**src/hdl/tcb_pkg.sv**
```systemverilog
////////////////////////////////////////
// bus widths and vector types of the tightly coupled memory bus
// imported by every module and by the testbench
////////////////////////////////////////

package tcb_pkg;

    ////////////////////////////////////////
    // bus widths
    ////////////////////////////////////////

    // data width in bits, one word per transfer
    localparam int TCB_DAT = 32;

    // number of byte lanes in a word
    localparam int TCB_BYT = TCB_DAT / 8;

    // byte address width
    localparam int TCB_ADR = 16;

    // response delay seen by the manager at the top level
    // one cycle in the request slice plus one in the memory
    localparam int TCB_DLY = 2;

    ////////////////////////////////////////
    // vector types
    ////////////////////////////////////////

    // byte address, the two low bits select a lane inside a word
    typedef logic [TCB_ADR-1:0] adr_t;

    // data word, used for both write and read data
    typedef logic [TCB_DAT-1:0] dat_t;

    // byte enable mask
    // bit i enables data bits 8i up to 8i+7
    typedef logic [TCB_BYT-1:0] byt_t;

endpackage : tcb_pkg

```
**src/hdl/tcb_request_slice.sv**
```systemverilog
////////////////////////////////////////
// register stage on the bus request path, response path passes straight through
////////////////////////////////////////

`timescale 1ns/1ns

module tcb_request_slice import tcb_pkg::*; (
    input  logic sub,
    input  logic reset,
    // up side, faces the manager
    input  logic up_vld,
    output logic up_rdy,
    input  logic up_wen,
    input  adr_t up_adr,
    input  byt_t up_byt,
    input  dat_t up_wdt,
    output dat_t up_rdt,
    output logic up_err,
    // dn side, faces the subordinate
    output logic dn_vld,
    input  logic dn_rdy,
    output logic dn_wen,
    output adr_t dn_adr,
    output byt_t dn_byt,
    output dat_t dn_wdt,
    input  dat_t dn_rdt,
    input  logic dn_err
);

    // transfer on the up side
    logic up_trn;

    ////////////////////////////////////////
    // handshake
    ////////////////////////////////////////

    // ready while the register is empty or being drained
    // so an empty slot never stalls the manager
    assign up_rdy = dn_rdy | ~dn_vld;

    assign up_trn = up_vld & up_rdy;

    // valid register, a bubble on the up side clears the slot
    always_ff @(posedge sub) begin
        if (reset) begin
            dn_vld <= 1'b0;
        end else if (up_rdy) begin
            dn_vld <= up_vld;
        end
    end

    ////////////////////////////////////////
    // request payload
    ////////////////////////////////////////

    // control fields load on every up transfer
    always_ff @(posedge sub) begin
        if (up_trn) begin
            dn_wen <= up_wen;
            dn_adr <= up_adr;
            dn_byt <= up_byt;
        end
    end

    // write data loads lane by lane
    // only enabled lanes of a write toggle, the rest keep stale data
    // which the subordinate ignores through dn_byt
    for (genvar i = 0; i < TCB_BYT; i++) begin : gen_wdt
        always_ff @(posedge sub) begin
            if (up_trn && up_wen && up_byt[i]) begin
                dn_wdt[i*8 +: 8] <= up_wdt[i*8 +: 8];
            end
        end
    end

    ////////////////////////////////////////
    // response
    ////////////////////////////////////////

    // no register here, the response keeps the subordinate timing
    assign up_rdt = dn_rdt;
    assign up_err = dn_err;

endmodule : tcb_request_slice

```
**config.mk**
```make
export PLATFORM = sky130hd
export DESIGN_NAME = tcb_request_slice
export DESIGN_NICKNAME = d
export VERILOG_FILES = /design/src/hdl/tcb_pkg.sv /design/src/hdl/tcb_request_slice.sv
export SDC_FILE = /design/constraint.sdc
export NUM_CORES = 1
export LEC_CHECK = 0
export BUFFER_PORTS_ARGS = -buffer_cell sky130_fd_sc_hd__buf_2
export CAP_MARGIN = 20
export CORE_ASPECT_RATIO = 0.8
export CORE_UTILIZATION = 36
export CTS_BUF_LIST = sky130_fd_sc_hd__clkbuf_8 sky130_fd_sc_hd__clkbuf_16
export DETAILED_ROUTE_END_ITERATION = 12
export GPL_TIMING_DRIVEN = 0
export PLACE_DENSITY = 0.78
export SYNTH_ARGS = -nofsm -noshare
export SYNTH_HDL_FRONTEND = slang
export SYNTH_SLANG_ARGS = --single-unit
```
**constraint.sdc**
```tcl
create_clock -name sub -period 1.5 [get_ports sub]
set_input_delay 0.075 -clock sub [delete_from_list [all_inputs] [get_ports sub]]
set_output_delay 0.075 -clock sub [all_outputs]
set_load 0.03 [all_outputs]
```
==> flow_metrics.tcl <==
set metrics [dict create \
    clk_pin_slew_worst_paths_ns 0.09 \
    routabilityCongestion 0.861 \
    post-route-period-util 0.874 \
    grt_first_pass_wirelength_um 7860 \
    start_kind "flip-flop" \
    dr.pass1.iters 4 \
    postSynthCellCount 95 \
    end_kind "flip-flop" \
    fin_setup_tns_ns 0 \
    routed-via-count 1572 \
    cp_top_family "simple AND/OR/NAND/NOR gates" \
    post-route-util 0.659 \
    synthDominantCellAreaShare 0.826 \
    grt_overflow_total 0 \
    syn_nets 185 \
    power_density_nw_per_um2 933 \
    fin_skew_ns 0.00693 \
    yosys_warnings 0 \
    reg2reg_depth 2 \
    grt_max_degree 22 \
    viasPerCell 4.34 \
    r2r_start "dn_vld$_SDFFE_PP0P_" \
    cts_sinks 54 \
    path_max_fanout 21 \
    r2r_slack_ns 0.19 \
    ir_worst_vdd_mv 0.580 \
    final_area_um2 3340 \
    clock_tree.root_cell "clkbuf_8" \
    area_delta_synth_final_pct 73.3 \
    die_w_um 83.8 \
    arrival_ns 1.25 \
    rsz0062_at_grt "no" \
    syn_area_um2 1930 \
    synth_area_leaders "edfxtp_1 83%, buf_4 13%, and4_1 1.4%" \
    initial_core_util 0.380 \
    synth-seq-area-share 0.836 \
    synth_area_leader_cell "edfxtp_1" \
    grt_pass1_vias 1606 \
    crit_chain "nand2b_4 > and2_2" \
    fin_crit_ns 1.31 \
    ios 178 \
    num_rows 23 \
    hold_class "primary input to flip-flop" \
    max-clock-path-buffers 2 \
    synth-seq-cells 54 \
    timing.hold.ws_ns 0.0222 \
    cts_tree "done" \
    wl_um 5580 \
    die_h_um 67.4 \
    track_usage 0.194 \
    numCtsBuffers 5 \
    worstSetupPathType "flip-flop to flip-flop" \
    crit_start "dn_vld$_SDFFE_PP0P_" \
    clock_latency_ns 0.30 \
    antennaDiodeCount 0 \
    drt-initial-drc-count 54 \
    route.detailed.drc 0 \
    detail-route-antenna-nets 0 \
    maxCapViolCount 0 \
    setup_viol 0 \
    worstMarginPinSlew_ns 0.529 \
    leakagePower_nw 1.53 \
    antenna_found_initial 0 \
    total_power_mw 3.11 \
    crit_required_ns 1.44 \
    yosysUniqueCellTypes 9 \
    htreeDepth 2 \
    path_buf_inv 0 \
    slew_violations 0 \
    synth.avg_cell_area_um2 20.3 \
    fmax_mhz 763 \
    max_stage_delay_ns 0.49 \
    hold_viol 0 \
    slew_headroom 0.648 \
    die_area_um2 5650 \
    status "complete, no violations" \
    dpl_cell_area_um2 2730 \
    critPathCapture "dn_adr[6]$_DFFE_PP_" \
    reg2reg_to "dn_adr[6]$_DFFE_PP_" \
    io_buffers 144 \
    fin_nets 389 \
    core_region_area_um2 5060 \
    detail_route.wl_per_cell_um 15.4 \
    crit_cells 2 \
    drive_above_1_share 0.620 \
    slowest_stage "and2_2" \
]
[synth_stat cells]
| cell type | n |
|---|---|
| a21oi_1 | 1 |
| and2_2 | 1 |
| and4_1 | 3 |
| and4_4 | 1 |
| buf_4 | 33 |
| dfxtp_1 | 1 |
| edfxtp_1 | 53 |
| inv_1 | 1 |
| nand2b_4 | 1 |
[worst min path at each step]
stage,from,endpoint,slack (ns),cells past startpoint
after floorplan,reset,dn_vld$_SDFFE_PP0P_,0.14,1
after global placement,reset,dn_vld$_SDFFE_PP0P_,0.23,2
after detailed placement,reset,dn_vld$_SDFFE_PP0P_,0.23,2
after CTS,up_wen,dn_wen$_DFFE_PP_,0.004,1
after global routing,up_wen,dn_wen$_DFFE_PP_,0.007,1
final,up_wen,dn_wen$_DFFE_PP_,0.02,1
[area by class of cell]
class	instances	area, um2
plain buffers	33	248
clock buffers	5	68.8
clock inverters	3	15.0
fillers	369	1730
inverters	1	3.75
multi-input cells	7	63.8
flip-flops and latches	54	1610
well taps	62	77.6
repair buffers	197	1250
[repair_timing]
item / in CTS / in global routing
endpoints found under the hold margin: 53 / 0
hold buffers: 53 / 0
endpoints found under the setup margin: 0 / 0
buffers inserted: 0 / 0
resized for setup: 0 / 0
[per-layer routing]
layer | share of wire | vias to the layer above | global-route usage
li1 | - | 722 | -
met1 | 0.32 | 728 | 0.183
met3 | 0.082 | 18 | 0.0648
met5 | 0 | - | 0
met2 | 0.56 | 104 | 0.377
met4 | 0.038 | 0 | 0.112
[layout by cell type, fill, tap and decap left out]
| cell type | synthesis | layout |
|---|---|---|
| a21oi_1 | 1 | 1 |
| buf_4 | 33 | 33 |
| edfxtp_1 | 53 | 53 |
| dfxtp_1 | 1 | 1 |
| dlygate4sd3_1 | 0 | 53 |
| clkbuf_8 | 0 | 5 |
| and4_4 | 1 | 1 |
| nand2b_4 | 1 | 1 |
| inv_1 | 1 | 3 |
| buf_2 | 0 | 144 |
| clkinvlp_4 | 0 | 1 |
| and2_2 | 1 | 1 |
| and4_1 | 3 | 3 |
[power breakdown]
part | total, mW | internal [mW] | switching, mW
sequential | 1.74 | 1.73 | 0.0148
combinational | 0.611 | 0.270 | 0.341
clock | 0.762 | 0.318 | 0.444
[through the flow]
step / cells / setup WS, ns
global placement: 301 / 0.231
finish: 362 / 0.189
CTS: 362 / 0.194
global route: 362 / 0.146
detailed placement: 301 / 0.209
floorplan: 95 / 0.153
[sequential cells by signal, summed over array words and instances, names as in the netlist]
name    cells
dn_adr     16
dn_wdt     32
dn_wen      1
dn_vld      1
dn_byt      4
[kinds of logic (layout without fill, tap and decap cells)]
logic type             after synthesis  count (layout)  synth area share
buffers and inverters               34             239             0.131
flip-flops                          54              54             0.836
AND/OR/NAND/NOR                      6               6            0.0305
AO/OA/AOI/OAI                        1               1           0.00259
(Power assumes the default switching activity.)
